### src/hw/rom_loader_params.svh
// Download port widths, FIFO depth and ROM map word address bounds
`ifndef ROM_LOADER_PARAMS_SVH
`define ROM_LOADER_PARAMS_SVH

`define ROM_ADDR_W      25 // Download byte address
`define ROM_WORD_ADDR_W 23 // Byte address without bits [1:0]
`define ROM_INDEX_W     8  // File index from the host

`define FIFO_DEPTH      4  // Words queued, power of two

// ############################################################
// ROM map in word addresses, low inclusive, high exclusive
// ############################################################
`define ROM_GFX_LO   23'h000000 // Graphics, 32-bit interleaved
`define ROM_GFX_HI   23'h030000
`define ROM_9AB_LO   23'h030000 // CPU pairs, 16-bit interleaved
`define ROM_9AB_HI   23'h034000
`define ROM_10AB_LO  23'h03C000 // Gap below is filler
`define ROM_10AB_HI  23'h03E000
`define ROM_7AB_LO   23'h040000
`define ROM_7AB_HI   23'h044000
`define ROM_6AB_LO   23'h044000
`define ROM_6AB_HI   23'h048000
`define ROM_5AB_LO   23'h048000
`define ROM_5AB_HI   23'h04C000
`define ROM_3AB_LO   23'h04C000
`define ROM_3AB_HI   23'h050000
`define ROM_16S_LO   23'h050000 // Audio, plain bytes
`define ROM_16S_HI   23'h052000
`define ROM_16R_LO   23'h052000
`define ROM_16R_HI   23'h053000
`define ROM_6P_LO    23'h053000 // Char ROM, plain bytes
`define ROM_6P_HI    23'h054000

`endif

### src/hw/rom_pkg.sv
// ROM region names and the three-view word type of the loader
package rom_pkg;

	// Target ROM of one packed word
	typedef enum logic [3:0] {
		REG_GFX,      // Graphics, dword per word
		REG_CPU_9AB,
		REG_CPU_10AB,
		REG_CPU_7AB,
		REG_CPU_6AB,
		REG_CPU_5AB,
		REG_CPU_3AB,
		REG_AUD_16S,  // Audio, byte per item
		REG_AUD_16R,
		REG_CHR_6P,
		REG_NONE      // Filler, dropped
	} region_e;

	// One word as seen by the graphics, CPU and byte ROMs.
	// Index 3 of bytes and index 1 of halves hold what came first.
	typedef union packed {
		logic [31:0]      whole;  // Graphics dword
		logic [1:0][15:0] halves; // CPU pair, first half high
		logic [3:0][7:0]  bytes;  // Audio and char, first byte high
	} rom_word_u;

endpackage

### src/hw/byte_packer.sv
// Byte packer that turns four file index 0 bytes into a word and its address
`timescale 1ns/1ns
`include "rom_loader_params.svh"

module byte_packer import rom_pkg::*; (
	input  logic                        clk_sys,
	input  logic                        reset,
	input  logic                        ioctl_download,
	input  logic                        ioctl_wr,
	input  logic [`ROM_ADDR_W-1:0]      ioctl_addr,
	input  logic [`ROM_INDEX_W-1:0]     ioctl_index,
	input  logic [7:0]                  ioctl_dout,
	output logic                        push,
	output rom_word_u                   push_word,
	output logic [`ROM_WORD_ADDR_W-1:0] push_waddr
);

	logic [23:0] acc_bytes; // Last three bytes, oldest high
	logic        take_byte; // Byte belongs to the ROM image
	logic        word_end;  // Fourth byte of a word

	assign take_byte = ioctl_wr && ioctl_download && (ioctl_index == '0);
	assign word_end  = take_byte && (ioctl_addr[1:0] == 2'b11);

	// Byte history
	always_ff @(posedge clk_sys) begin
		if (take_byte) begin
			acc_bytes <= {acc_bytes[15:0], ioctl_dout}; // Shift in at the bottom
		end
	end

	// Word and address capture on the last byte
	always_ff @(posedge clk_sys) begin
		if (word_end) begin
			push_word.whole <= {acc_bytes, ioctl_dout};
			push_waddr      <= ioctl_addr[`ROM_ADDR_W-1:2]; // Drop byte lane
		end
	end

	// Push strobe, one cycle after the fourth byte
	always_ff @(posedge clk_sys) begin
		if (reset) begin
			push <= 1'b0;
		end else begin
			push <= word_end;
		end
	end

endmodule

### src/hw/region_writer.sv
// ROM map decoder and four-phase memory writer for queued words
`timescale 1ns/1ns
`include "rom_loader_params.svh"

module region_writer import rom_pkg::*; (
	input  logic                        clk_sys,
	input  logic                        reset,
	input  logic                        pop_valid,
	input  rom_word_u                   pop_word,
	input  logic [`ROM_WORD_ADDR_W-1:0] pop_waddr,
	input  logic                        mem_ack,
	output logic                        pop,
	output logic                        mem_req,
	output logic [`ROM_ADDR_W-1:0]      mem_addr,
	output logic [31:0]                 mem_data,
	output region_e                     mem_region
);

	typedef enum logic [1:0] {
		ST_IDLE, // Waiting for a head word
		ST_REQ,  // mem_req high, waiting for ack
		ST_REL,  // mem_req low, waiting for ack to drop
		ST_NEXT  // Pop cycle
	} state_e;

	state_e      state;
	region_e     head_region; // Region of the head word
	logic [2:0]  n_items;     // Writes per word
	logic [1:0]  item_cnt;    // Item in flight
	logic [1:0]  sel_idx;     // Item to load next
	logic [1:0]  item_off;    // Byte offset of that item
	logic [31:0] item_data;
	logic        last_item;
	logic        load_item;

	function automatic logic in_range(input logic [`ROM_WORD_ADDR_W-1:0] a,
		input logic [`ROM_WORD_ADDR_W-1:0] lo, input logic [`ROM_WORD_ADDR_W-1:0] hi);
		return (a >= lo) && (a < hi);
	endfunction

	function automatic region_e decode_region(input logic [`ROM_WORD_ADDR_W-1:0] a);
		if (in_range(a, `ROM_GFX_LO, `ROM_GFX_HI))   return REG_GFX;
		if (in_range(a, `ROM_9AB_LO, `ROM_9AB_HI))   return REG_CPU_9AB;
		if (in_range(a, `ROM_10AB_LO, `ROM_10AB_HI)) return REG_CPU_10AB;
		if (in_range(a, `ROM_7AB_LO, `ROM_7AB_HI))   return REG_CPU_7AB;
		if (in_range(a, `ROM_6AB_LO, `ROM_6AB_HI))   return REG_CPU_6AB;
		if (in_range(a, `ROM_5AB_LO, `ROM_5AB_HI))   return REG_CPU_5AB;
		if (in_range(a, `ROM_3AB_LO, `ROM_3AB_HI))   return REG_CPU_3AB;
		if (in_range(a, `ROM_16S_LO, `ROM_16S_HI))   return REG_AUD_16S;
		if (in_range(a, `ROM_16R_LO, `ROM_16R_HI))   return REG_AUD_16R;
		if (in_range(a, `ROM_6P_LO, `ROM_6P_HI))     return REG_CHR_6P;
		return REG_NONE; // Filler gap
	endfunction

	// ############################################################
	// Head word decode
	// ############################################################
	assign head_region = decode_region(pop_waddr);
	assign sel_idx     = (state == ST_IDLE) ? 2'd0 : item_cnt + 2'd1;
	assign last_item   = ({1'b0, item_cnt} == n_items - 3'd1);

	always_comb begin
		n_items   = 3'd0;
		item_off  = 2'd0;
		item_data = pop_word.whole;
		case (head_region)
			REG_GFX: n_items = 3'd1; // Whole dword
			REG_CPU_9AB, REG_CPU_10AB, REG_CPU_7AB, REG_CPU_6AB, REG_CPU_5AB,
			REG_CPU_3AB: begin
				n_items   = 3'd2;
				item_off  = {sel_idx[0], 1'b0};
				item_data = {16'h0, pop_word.halves[~sel_idx[0]]}; // High half first
			end
			REG_AUD_16S, REG_AUD_16R, REG_CHR_6P: begin
				n_items   = 3'd4;
				item_off  = sel_idx;
				item_data = {24'h0, pop_word.bytes[~sel_idx]}; // Arrival order
			end
			default: n_items = 3'd0; // Nothing to write
		endcase
	end

	// Start of a word or the next item after ack drops
	assign load_item = ((state == ST_IDLE) && pop_valid && (n_items != 3'd0)) ||
		((state == ST_REL) && !mem_ack && !last_item);

	// ############################################################
	// Handshake FSM
	// ############################################################
	always_ff @(posedge clk_sys) begin
		if (reset) begin
			state    <= ST_IDLE;
			mem_req  <= 1'b0;
			pop      <= 1'b0;
			item_cnt <= 2'd0;
		end else begin
			pop <= 1'b0; // Strobe
			case (state)
				ST_IDLE: begin
					if (pop_valid && n_items == 3'd0) begin
						pop   <= 1'b1; // Drop filler
						state <= ST_NEXT;
					end else if (load_item) begin
						mem_req  <= 1'b1;
						item_cnt <= 2'd0;
						state    <= ST_REQ;
					end
				end
				ST_REQ: begin
					if (mem_ack) begin
						mem_req <= 1'b0;
						state   <= ST_REL;
					end
				end
				ST_REL: begin
					if (!mem_ack && last_item) begin
						pop   <= 1'b1;
						state <= ST_NEXT;
					end else if (load_item) begin
						mem_req  <= 1'b1;
						item_cnt <= sel_idx;
						state    <= ST_REQ;
					end
				end
				default: state <= ST_IDLE; // ST_NEXT, old head still shown
			endcase
		end
	end

	// Item payload, held through the handshake
	always_ff @(posedge clk_sys) begin
		if (load_item) begin
			mem_addr   <= {pop_waddr, item_off};
			mem_data   <= item_data;
			mem_region <= head_region;
		end
	end

endmodule

### src/hw/rom_loader.sv
// ROM download path top with packer, word FIFO and region writer
`timescale 1ns/1ns
`include "rom_loader_params.svh"

module rom_loader import rom_pkg::*; (
	input  logic                    clk_sys,
	input  logic                    reset,
	// Host download port
	input  logic                    ioctl_download,
	input  logic                    ioctl_wr,
	input  logic [`ROM_ADDR_W-1:0]  ioctl_addr,
	input  logic [`ROM_INDEX_W-1:0] ioctl_index,
	input  logic [7:0]              ioctl_dout,
	output logic                    ioctl_wait,
	// Memory port, four-phase
	output logic                    mem_req,
	input  logic                    mem_ack,
	output logic [`ROM_ADDR_W-1:0]  mem_addr,
	output logic [31:0]             mem_data,
	output region_e                 mem_region
);

	logic                        push;
	rom_word_u                   push_word;
	logic [`ROM_WORD_ADDR_W-1:0] push_waddr;
	logic                        pop;
	logic                        pop_valid;
	rom_word_u                   pop_word;
	logic [`ROM_WORD_ADDR_W-1:0] pop_waddr;

	byte_packer packer_i (
		.clk_sys        (clk_sys),
		.reset          (reset),
		.ioctl_download (ioctl_download),
		.ioctl_wr       (ioctl_wr),
		.ioctl_addr     (ioctl_addr),
		.ioctl_index    (ioctl_index),
		.ioctl_dout     (ioctl_dout),
		.push           (push),
		.push_word      (push_word),
		.push_waddr     (push_waddr)
	);

	// Host is held off while the queue is full
	word_fifo #(
		.DEPTH (`FIFO_DEPTH)
	) fifo_i (
		.clk_sys    (clk_sys),
		.reset      (reset),
		.push       (push),
		.push_word  (push_word),
		.push_waddr (push_waddr),
		.pop        (pop),
		.full       (ioctl_wait),
		.pop_valid  (pop_valid),
		.pop_word   (pop_word),
		.pop_waddr  (pop_waddr)
	);

	region_writer writer_i (
		.clk_sys    (clk_sys),
		.reset      (reset),
		.pop_valid  (pop_valid),
		.pop_word   (pop_word),
		.pop_waddr  (pop_waddr),
		.mem_ack    (mem_ack),
		.pop        (pop),
		.mem_req    (mem_req),
		.mem_addr   (mem_addr),
		.mem_data   (mem_data),
		.mem_region (mem_region)
	);

endmodule

### src/hw/word_fifo.sv
// Show-ahead FIFO of packed words and their word addresses
`timescale 1ns/1ns
`include "rom_loader_params.svh"

module word_fifo import rom_pkg::*; #(
	parameter int DEPTH = `FIFO_DEPTH
) (
	input  logic                        clk_sys,
	input  logic                        reset,
	input  logic                        push,
	input  rom_word_u                   push_word,
	input  logic [`ROM_WORD_ADDR_W-1:0] push_waddr,
	input  logic                        pop,
	output logic                        full,
	output logic                        pop_valid,
	output rom_word_u                   pop_word,
	output logic [`ROM_WORD_ADDR_W-1:0] pop_waddr
);

	localparam int PTR_W = $clog2(DEPTH);

	rom_word_u                   word_mem [DEPTH];  // Word storage
	logic [`ROM_WORD_ADDR_W-1:0] waddr_mem [DEPTH]; // Matching addresses
	logic [PTR_W:0]              wr_ptr;            // Top bit is the wrap flag
	logic [PTR_W:0]              rd_ptr;
	logic                        do_push;
	logic                        do_pop;

	// Same slot, opposite lap means full
	assign full      = (wr_ptr[PTR_W] != rd_ptr[PTR_W]) &&
		(wr_ptr[PTR_W-1:0] == rd_ptr[PTR_W-1:0]);
	assign pop_valid = (wr_ptr != rd_ptr);

	assign do_push = push && (!full || pop); // Full slot frees up on a pop
	assign do_pop  = pop && pop_valid;

	// Head entry straight to the outputs
	assign pop_word  = word_mem[rd_ptr[PTR_W-1:0]];
	assign pop_waddr = waddr_mem[rd_ptr[PTR_W-1:0]];

	always_ff @(posedge clk_sys) begin
		if (do_push) begin
			word_mem[wr_ptr[PTR_W-1:0]]  <= push_word;
			waddr_mem[wr_ptr[PTR_W-1:0]] <= push_waddr;
		end
	end

	// Pointers
	always_ff @(posedge clk_sys) begin
		if (reset) begin
			wr_ptr <= '0;
			rd_ptr <= '0;
		end else begin
			if (do_push) begin
				wr_ptr <= wr_ptr + 1'b1;
			end
			if (do_pop) begin
				rd_ptr <= rd_ptr + 1'b1;
			end
		end
	end

endmodule

### config.mk
export PLATFORM = sky130hd
export DESIGN_NAME = rom_loader
export DESIGN_NICKNAME = d
export VERILOG_FILES = /design/src/hw/rom_pkg.sv /design/src/hw/byte_packer.sv /design/src/hw/region_writer.sv /design/src/hw/rom_loader.sv /design/src/hw/word_fifo.sv
export VERILOG_INCLUDE_DIRS = /design/src /design/src/hw
export SDC_FILE = /design/constraint.sdc
export NUM_CORES = 1
export LEC_CHECK = 0
export BUFFER_PORTS_ARGS = -buffer_cell sky130_fd_sc_hd__buf_4
export CORE_MARGIN = 2
export CORE_UTILIZATION = 45
export CTS_CLUSTER_SIZE = 12
export DETAILED_ROUTE_END_ITERATION = 8
export PLACE_DENSITY_LB_ADDON = 0.2
export SLEW_MARGIN = 20
export SYNTH_ARGS = -nofsm -noshare
export SYNTH_HDL_FRONTEND = slang
export SYNTH_SLANG_ARGS = --single-unit
### constraint.sdc
create_clock -name clk_sys -period 6.4 [get_ports clk_sys]
set_input_delay 0.64 -clock clk_sys [delete_from_list [all_inputs] [get_ports clk_sys]]
set_output_delay 0.64 -clock clk_sys [all_outputs]
set_load 0.005 [all_outputs]
Word-level counts from Yosys, hierarchy flattened
Memories as Yosys holds them, arrays and structs flattened. A register that Yosys moved wholly into a read port is not among the register bits. Index checks and enable logic that the tools add are counted.

$add $sub $neg: 4. $lt $le $gt $ge: 22. Equality and inequality tests: 21. Multiplexer cells: 119. Bitwise logic cells: 2. Reduce and logical (&&, ||, !) cells: 38.

Operator list (count): >= comparator 23 x 19 -> 1 bit, second input constant (7); < comparator 23 x 19 -> 1 bit, second input constant (7); two-way mux 4 bit (32); < comparator 23 x 18 -> 1 bit, second input constant (3); case mux 32 bit (2 select lines) (1); two-way mux 1 bit (63); >= comparator 23 x 18 -> 1 bit, second input constant (2); two-way mux 16 bit (2); two-way mux 2 bit (13); >= comparator 23 x 1 -> 1 bit, second input constant (1); logical AND 1 bit (22); binary-select mux 8 bit (select 2 bit) (1); == test 4 x 3 -> 1 bit, second input constant (4); case mux 3 bit (3 select lines) (1); == test 4 x 2 -> 1 bit, second input constant (2); == test 4 bit, second input constant (2); zero test 8 bit (1); two-way mux 8 bit (1); case mux 2 bit (2 select lines) (2); adder 3 x 1 -> 3 bit, second input constant (2); inequality test 2 bit, second input constant (3); case mux 2 bit (3 select lines) (1); nonzero test 3 bit (2); OR reduction 6 bit (1); 25 further kinds (30).

Register bits: 153. Memory bits (writable): 220. Input bits: 46. Output and inout bits: 63. Memories: 2.

Memories: fifo_i.word_mem (words 4, bits a word 32, read ports 1, clocked after Yosys merged registers in 1, write ports 1, RTL line word_fifo.sv:22) `rom_word_u word_mem [DEPTH];`; fifo_i.waddr_mem (words 4, bits a word 23, read ports 1, clocked after Yosys merged registers in 1, write ports 1, RTL line word_fifo.sv:23) `` logic [`ROM_WORD_ADDR_W-1:0] waddr_mem [DEPTH]; ``.

Longest topological paths before layout
Gate-level depths: netlist of the first run.

Depth in word-level cells: 69. Gate-level depth with buffers: 14. Gate-level depth less buffers: 11.

By module
A second synthesis of the first run with hierarchy kept.

Cells, all modules: 666. Area, all modules: 13968.4 sq um.

By module, submodules not included: word_fifo (times used 1, cells each 341, area an instance 8448.1 sq um, sequential area each 6766.5 sq um); region_writer (times used 1, cells each 237, area an instance 3074.2 sq um, sequential area each 1951.9 sq um); byte_packer (times used 1, cells each 88, area an instance 2446.1 sq um, sequential area each 2392.3 sq um).

Least setup slack after synthesis of the first run
Ideal clock, no wire load.

Kind: input to register. From: input ioctl_index[3]. To: register packer_i.push_waddr[0] (enable). Arrival time: 5.190 ns. Path slack: 0.791 ns. Cell stages on the path: 3. Buffers on the path: 0. Path through: or4_1 > nor4_1 > and3_1.

Cells in the longest elaborated chain, start to end: 3.

Ends and longest elaborated chain: from (decl) (RTL line rom_loader.sv:12) `` input logic [`ROM_INDEX_W-1:0] ioctl_index, ``; zero test 8 bit (RTL line byte_packer.sv:22) `assign take_byte = ioctl_wr && ioctl_download && (ioctl_index == '0);`; logical AND 1 bit (RTL line byte_packer.sv:22); named net packer_i.take_byte (RTL line byte_packer.sv:19) `logic take_byte;`; logical AND 1 bit (RTL line byte_packer.sv:23) `assign word_end = take_byte && (ioctl_addr[1:0] == 2'b11);`; named net packer_i.word_end (RTL line byte_packer.sv:20) `logic word_end;`; to (signal assigned) (RTL line byte_packer.sv:36) `` push_waddr <= ioctl_addr[`ROM_ADDR_W-1:2]; ``; to (decl) (RTL line byte_packer.sv:15) `` output logic [`ROM_WORD_ADDR_W-1:0] push_waddr ``.

The timed path passes the listed nets, and every way through them passes these cells. A chain may end at the register's enable or synchronous reset.

==> results.md, run 1 <==
* Mean Syn Cell Area at 20.9 um^2
* Initial core utilization at 45.6%
* Initial DRC count at 586
* Area of the mapped netlist at 14000 um^2
* Final worst path period share at 76.1%
* Crit path cell chain: buf_4 > mux4_2 > nand2b_1 > nor2_1 > o21ai_2 > buf_4 > ha_1 > xor2_1 > nand2_1 > a21o_1 > nand3_1 > nand2_2 > buf_4
* WL final at 26000 um
* Syn nets at 721
* Netlist cell types at 52
* Most common cell on crit path: buf_4
* Overall power at 4.65 mW
* Setup TNS at 0 ns
* Clock share of power at 42.4%
* Crit path required time at 6.56 ns
* Path category of the worst min-delay check: in2reg
* Peak supply drop at 166 uV
* Rel. slew slack at 31.0%
* Final Slew Violations at 0
* Pwr/cell area at 284 nW/um^2
* Max Cap Viol at 0
* Switch share at 18.2%
* Sw power at 0.845 mW
* Share of cells above drive strength 1 at 30.7%
* Synth warn at 0
* Fin crit period at 4.87 ns
* Post-synthesis cell count at 668
* Post-synth EDFFs at 360
* CTS Hold Bufs at 0
* Tot GR Track Use at 16.3%
* Die X at 180 um
* Arrival time of the worst setup path at 5.03 ns
* Remaining DRCs at 0
* Clock buffer depth at 3
* Total internal power at 3.80 mW
* Number of vias per cell at 5.50
* Port buffer count at 108
* Height of the die at 180 um
* Std-Cell Rows at 64
* Crit path buf inv count at 3
* Placer Congestion at 0.950
* Post-Layout Inst Area at 16400 um^2
* CP max stage delay at 0.72 ns
* Share of the synthesized area in the top cell type at 77.5%
* Leakage at 5.34 nW
* Peak Freq at 205 MHz
* Vias in the first global route at 7076
* Seq/Total Area, Yosys at 79.6%
* WL/cell at 21.3 um
* Largest area contributor in the netlist: edfxtp_1
* Cts bufs inserted at 39
* Final Hold Fails at 0
* Crit end category: flip-flop
* Worst setup path category: reg2reg
* Root Buffer: clkbuf_16
* Filler cells at 2379
* Layout overhead on the synthesized area at 17.4%
* Delay-heaviest family, CP: buffers and inverters
* Startpoint Class: flip-flop
* Core ar. at 30600 um^2
* CTS tree: yes
* Async set-reset flop share out of synthesis at 0%
* Logic pwr share at 0.5%
* Grt total ovfl at 0
* Htree depth at 2
* Vias at 6701
* Hpwl dp at 15200 um
* Crit Path Max Fanout at 44
* Seq pwr share at 57.0%
* Final setup fails at 0
* Largest net degree at the start of global routing at 56
* Boundary Pins at 109
* Top cells by area, synth: edfxtp_1 77%, mux4_2 10%, dfxtp_1 2.2%, and3_1 0.76%, nand2_1 0.75%
* Worst path slowest cell: dfxtp_2
* Clock transition at the registers of the reported paths at 0.06 ns
* Initial antenna violation count at 0
* First-pass GRT wire length at 41100 um
* Clk sinks at 375
* Worst-Margin Slew at 1.03 ns
* Post-CTS Setup Bufs at 0
* Dpl cell area at 15300 um^2
* Post_cts resized at 0
* Top FF cell, synth: edfxtp_1
* Yosys reg bits at 375
* Die footprint at 32400 um^2
* Clk_lat worst skew at 0.52 ns
* Unrepaired setup endpoints after global routing: no
* Final antenna-violating net count at 0
* Outcome: completed
* Clock skew at 0.0137 ns
* Initial DRT Pass Iterations at 5
* NumNets Final at 856
* Diodes inserted at 0
-- state kept, by name, summed over array words and instances, names as in the netlist, 3 cells and up, named ones only --
register	cells
packer_i.push_word	32
writer_i.mem_data	32
writer_i.mem_addr	25
packer_i.push_waddr	23
fifo_i.word_mem	128
writer_i.mem_region	4
packer_i.acc_bytes	24
fifo_i.waddr_mem	92
fifo_i.wr_ptr	3
fifo_i.rd_ptr	3
-- cell usage in the layout (no fill, tap or decap), types with 13 or more instances in the layout --
cell,count
and3_1,16
nor2_1,17
a21oi_1,14
dfxtp_1,13
mux4_2,63
nand2_1,27
buf_4,120
clkbuf_16,40
nand3_1,15
o21ai_0,13
edfxtp_1,360
-- path summary, 6_finish.rpt --
path	slack, ns	from	depth (start not counted)	endpoint
hold reg to reg	0.42	packer_i.acc_bytes[16]$_DFFE_PP_	0	packer_i.push_word[24]$_DFFE_PP_
hold / removal	0.30	ioctl_addr[12]	1	packer_i.push_waddr[10]$_DFFE_PP_
setup / recovery	1.53	flip-flop	13	writer_i.mem_data[26]$_DFFE_PP_
setup reg to reg	1.53	flip-flop	13	writer_i.mem_data[26]$_DFFE_PP_
-- layer usage --
layer	share of wire, %	track usage, %	vias up
met1	43	22.7	3406
met5	0	0	-
li1	-	-	2994
met3	5.8	2.87	49
met4	2.5	5.42	0
met2	49	26.5	252
-- cells in the mapped netlist, drive strengths merged (5+ instances only) --
cell type and number:
edfxtp 360, mux4 63, nand2 28, nor2 23
and3 17, nand3 16, a21oi 15, clkbuf 15
dfxtp 15, o21ai 15, buf 11, inv 9
mux2i 9, a221o 8, ha 7, xor2 6
nand2b 5
-- cells by family after synthesis --
logic type                 Yosys count  synth area share (%)
DFF                                375                  79.6
xor gates and xnor gates            10                 0.628
adders and majority gates            7                 0.628
muxes                               72                  10.8
AOI/OAI and AO/OA                   57                  2.93
and+or+nand+nor                    112                  4.21
buffers and inverters               35                  1.17
-- area by class of cell --
class	instances	area, um^2	area share (%)
clock buffer	49	1030	6.32
timing repair buffer	120	901	5.50
inverter	9	33.8	0.206
clock inverter	11	66.3	0.405
multi-input combinational	258	2730	16.7
sequential	375	11100	67.9
tap	396	495	3.02
-- worst register-to-register path: cells and delay by family (launching register included) --
| family | cells | cell delay, ns |
|---|---|---|
| multiplexers | 1 | 0.50 |
| adder cells (fa/ha/maj) | 1 | 0.33 |
| AND/OR/NAND/NOR | 5 | 1.20 |
| flip-flops | 1 | 0.72 |
| XOR/XNOR | 1 | 0.16 |
| buffers and inverters | 3 | 1.37 |
| AO/OA/AOI/OAI | 2 | 0.21 |
-- metrics by stage --
step	std cells	worst slack, ns	utilization (%)	hold slack (ns)
floorplan	668	0.791	-	0.400
global placement	1158	1.60	49.9	0.402
detailed placement	1158	1.45	50.0	0.405
CTS	1218	1.44	53.6	0.268
global route	1218	1.20	53.6	0.272
finish	1218	1.53	53.6	0.296
-- power by group through the flow --
stage | Combinational [mW] | Sequential (mW) | Clock (mW)
final | 0.0254 | 2.65 | 1.97
after global routing | 0.0275 | 2.65 | 2.12
after CTS | 0.0259 | 2.65 | 2.03
after detailed placement | 0.0257 | 2.70 | 0
after global placement | 0.0249 | 2.70 | 0
after floorplan | 0.00198 | 2.70 | 0
Note: power is estimated with default switching activity, not from simulation.
==> run 2: changes to the inputs <==
- clock period: 6.4 -> 4.5 ns (I/O delays scaled with it)
==> run 2 against run 1 <==
Via count rose by 0.98%. Clock skew hardly changed. Die area unchanged. Largest power group unchanged. Highest routed layer unchanged. Routed wire length is 2.2% higher. Critical endpoint is now writer_i.mem_data[29]$_DFFE_PP_. Largest cell class unchanged. Cell area is 0.73% higher. Clock power rose by 48%. Non-clock buffer count grew 5.
==> results.md, run 2 (synthesized netlist as in run 1, its figures left out) <==
* Outcome: completed
* Diodes inserted at 0
* Worst-Margin Slew at 0.980 ns
* Crit end category: flip-flop
* Largest net degree at the start of global routing at 56
* Unrepaired setup endpoints after global routing: no
* Grt total ovfl at 0
* Clock buffer depth at 3
* Startpoint Class: flip-flop
* Placer Congestion at 0.853
* Std-Cell Rows at 64
* Fin crit period at 3.75 ns
* Final antenna-violating net count at 0
* FF-to-FF End: writer_i.mem_data[29]$_DFFE_PP_
* Crit path buf inv count at 1
* Worst R2R Setup Slack at 0.75 ns
* Htree depth at 2
* Rel. slew slack at 34.5%
* Path category of the worst min-delay check: in2reg
* CTS Hold Bufs at 0
* Hpwl dp at 16000 um
* Arrival time of the worst setup path at 3.90 ns
* Clock transition at the registers of the reported paths at 0.06 ns
* Overall power at 6.72 mW
* Initial DRT Pass Iterations at 7
* CTS tree: yes
* Post-CTS Setup Bufs at 0
* Remaining DRCs at 0
* Vias in the first global route at 7142
* Number of vias per cell at 5.51
* Delay-heaviest family, CP: simple AND/OR/NAND/NOR gates
* Worst setup path category: reg2reg
* Pwr/cell area at 407 nW/um^2
* Initial antenna violation count at 0
* Initial DRC count at 775
* WL final at 26600 um
* Port buffer count at 108
* Layout overhead on the synthesized area at 18.2%
* Initial core utilization at 45.6%
* Final Hold Fails at 0
* Worst path slowest cell: mux4_2
* Max FFs per register at 128
* Clk sinks at 375
* Share of cells above drive strength 1 at 30.7%
* Clk_lat worst skew at 0.52 ns
* Crit path cell chain: mux4_2 > nor4_4 > nand2_1 > ha_1 > xor2_1 > nand2_1 > a21o_1 > nand3_1 > nand2_2 > buf_4
* Metal-1 WL at 11300 um
* Tot GR Track Use at 16.5%
* WL/cell at 21.6 um
* Setup TNS at 0 ns
* Peak Freq at 267 MHz
* Die X at 180 um
* Most frequent cells in the layout: 360 x edfxtp_1, 124 x buf_4, 63 x mux4_2, 42 x clkbuf_16, 27 x nand2_1
* Leakage at 5.39 nW
* Final Slew Violations at 0
* Commonest non-fill, non-tap cell in the layout: edfxtp_1
* First-pass GRT wire length at 41400 um
* Clock skew at 0.0139 ns
* Final setup fails at 0
* Filler cells at 2359
* Crit. path cell count at 10
* Final worst path period share at 83.3%
* Crit path to: writer_i.mem_data[29]$_DFFE_PP_
* R2r worst-path depth at 10
* Cts bufs inserted at 40
* Root Buffer: clkbuf_16
* Core ar. at 30600 um^2
* Peak supply drop at 237 uV
* Post_cts resized at 0
* Boundary Pins at 109
* Max layer used: met4
* Crit Path Max Fanout at 34
* Height of the die at 180 um
* Met2 WL post-DR at 13300 um
* CP max stage delay at 0.62 ns
* Most common cell on crit path: nand2_1
* Routed met3 length at 1390 um
* Crit path required time at 4.65 ns
* Vias at 6767
* NumNets Final at 862
* Max Cap Viol at 0
* Die footprint at 32400 um^2
==> run 2: cell types whose count changed in the layout (fill, tap and decap cells not counted), sizes merged <==
cell,before,now
buf,120,125
clkbuf,49,52
inv,10,9
clkinv,10,12
clkinvlp,0,2
==> run 2: worst reg2reg max path, cell delays in order, from the launching register on <==
cell     delay (ns)
dfxtp_4        0.59
mux4_2         0.62
nor4_4         0.56
nand2_1        0.16
ha_1           0.34
xor2_1         0.15
nand2_1        0.08
a21o_1         0.14
nand3_1        0.19
nand2_2        0.11
buf_4          0.41
==> run 2: worst min-delay path by stage <==
stage                                          start                                to  slack [ns]  cells after the start
floorplan           packer_i.acc_bytes[16]$_DFFE_PP_  packer_i.push_word[24]$_DFFE_PP_        0.40                      0
global placement    packer_i.acc_bytes[19]$_DFFE_PP_  packer_i.push_word[27]$_DFFE_PP_        0.40                      0
detailed placement  packer_i.acc_bytes[16]$_DFFE_PP_  packer_i.push_word[24]$_DFFE_PP_        0.40                      0
CTS                                    ioctl_addr[6]  packer_i.push_waddr[4]$_DFFE_PP_        0.09                      1
global route                           ioctl_addr[6]  packer_i.push_waddr[4]$_DFFE_PP_        0.09                      1
finish                                ioctl_addr[10]  packer_i.push_waddr[8]$_DFFE_PP_        0.11                      1
==> run 2: per-stage QoR <==
stage          utilization [%]  cell area, um^2  instances  hold WS [ns]  setup WS (ns)
6_report                  53.9            16500       1229         0.109          0.753
5_1_grt                   53.9            16500       1229        0.0893          0.520
4_1_cts                   53.9            16500       1229        0.0900          0.735
3_5_place_dp              50.1            15300       1163         0.405          0.749
3_3_place_gp              50.1            15300       1162         0.403          0.885
2_1_floorplan                -            14000        668         0.400         0.0720
==> run 2: cell type report <==
| cell class | count | area, um^2 | area share [%] |
|---|---|---|---|
| Sequential cell | 375 | 11100 | 67.4 |
| Multi-Input combinational cell | 258 | 2740 | 16.6 |
| Clock buffer | 52 | 1090 | 6.60 |
| Timing Repair Buffer | 125 | 951 | 5.76 |
| Tap cell | 396 | 495 | 3.00 |
| Clock inverter | 14 | 76.3 | 0.463 |
| Inverter | 9 | 33.8 | 0.205 |
==> run 2: routing by layer <==
metal / up-vias / track usage (%)
met3: 45 / 2.69
met4: 0 / 4.77
met5: - / 0
li1: 3015 / -
met1: 3478 / 22.5
met2: 229 / 27.8
==> run 2: report_power, final <==
| group | switching, mW | total (mW) | internal, mW |
|---|---|---|---|
| clock network | 1.21 | 2.91 | 1.69 |
| logic | 0.0122 | 0.0379 | 0.0256 |
| registers | 0.000236 | 3.77 | 3.77 |
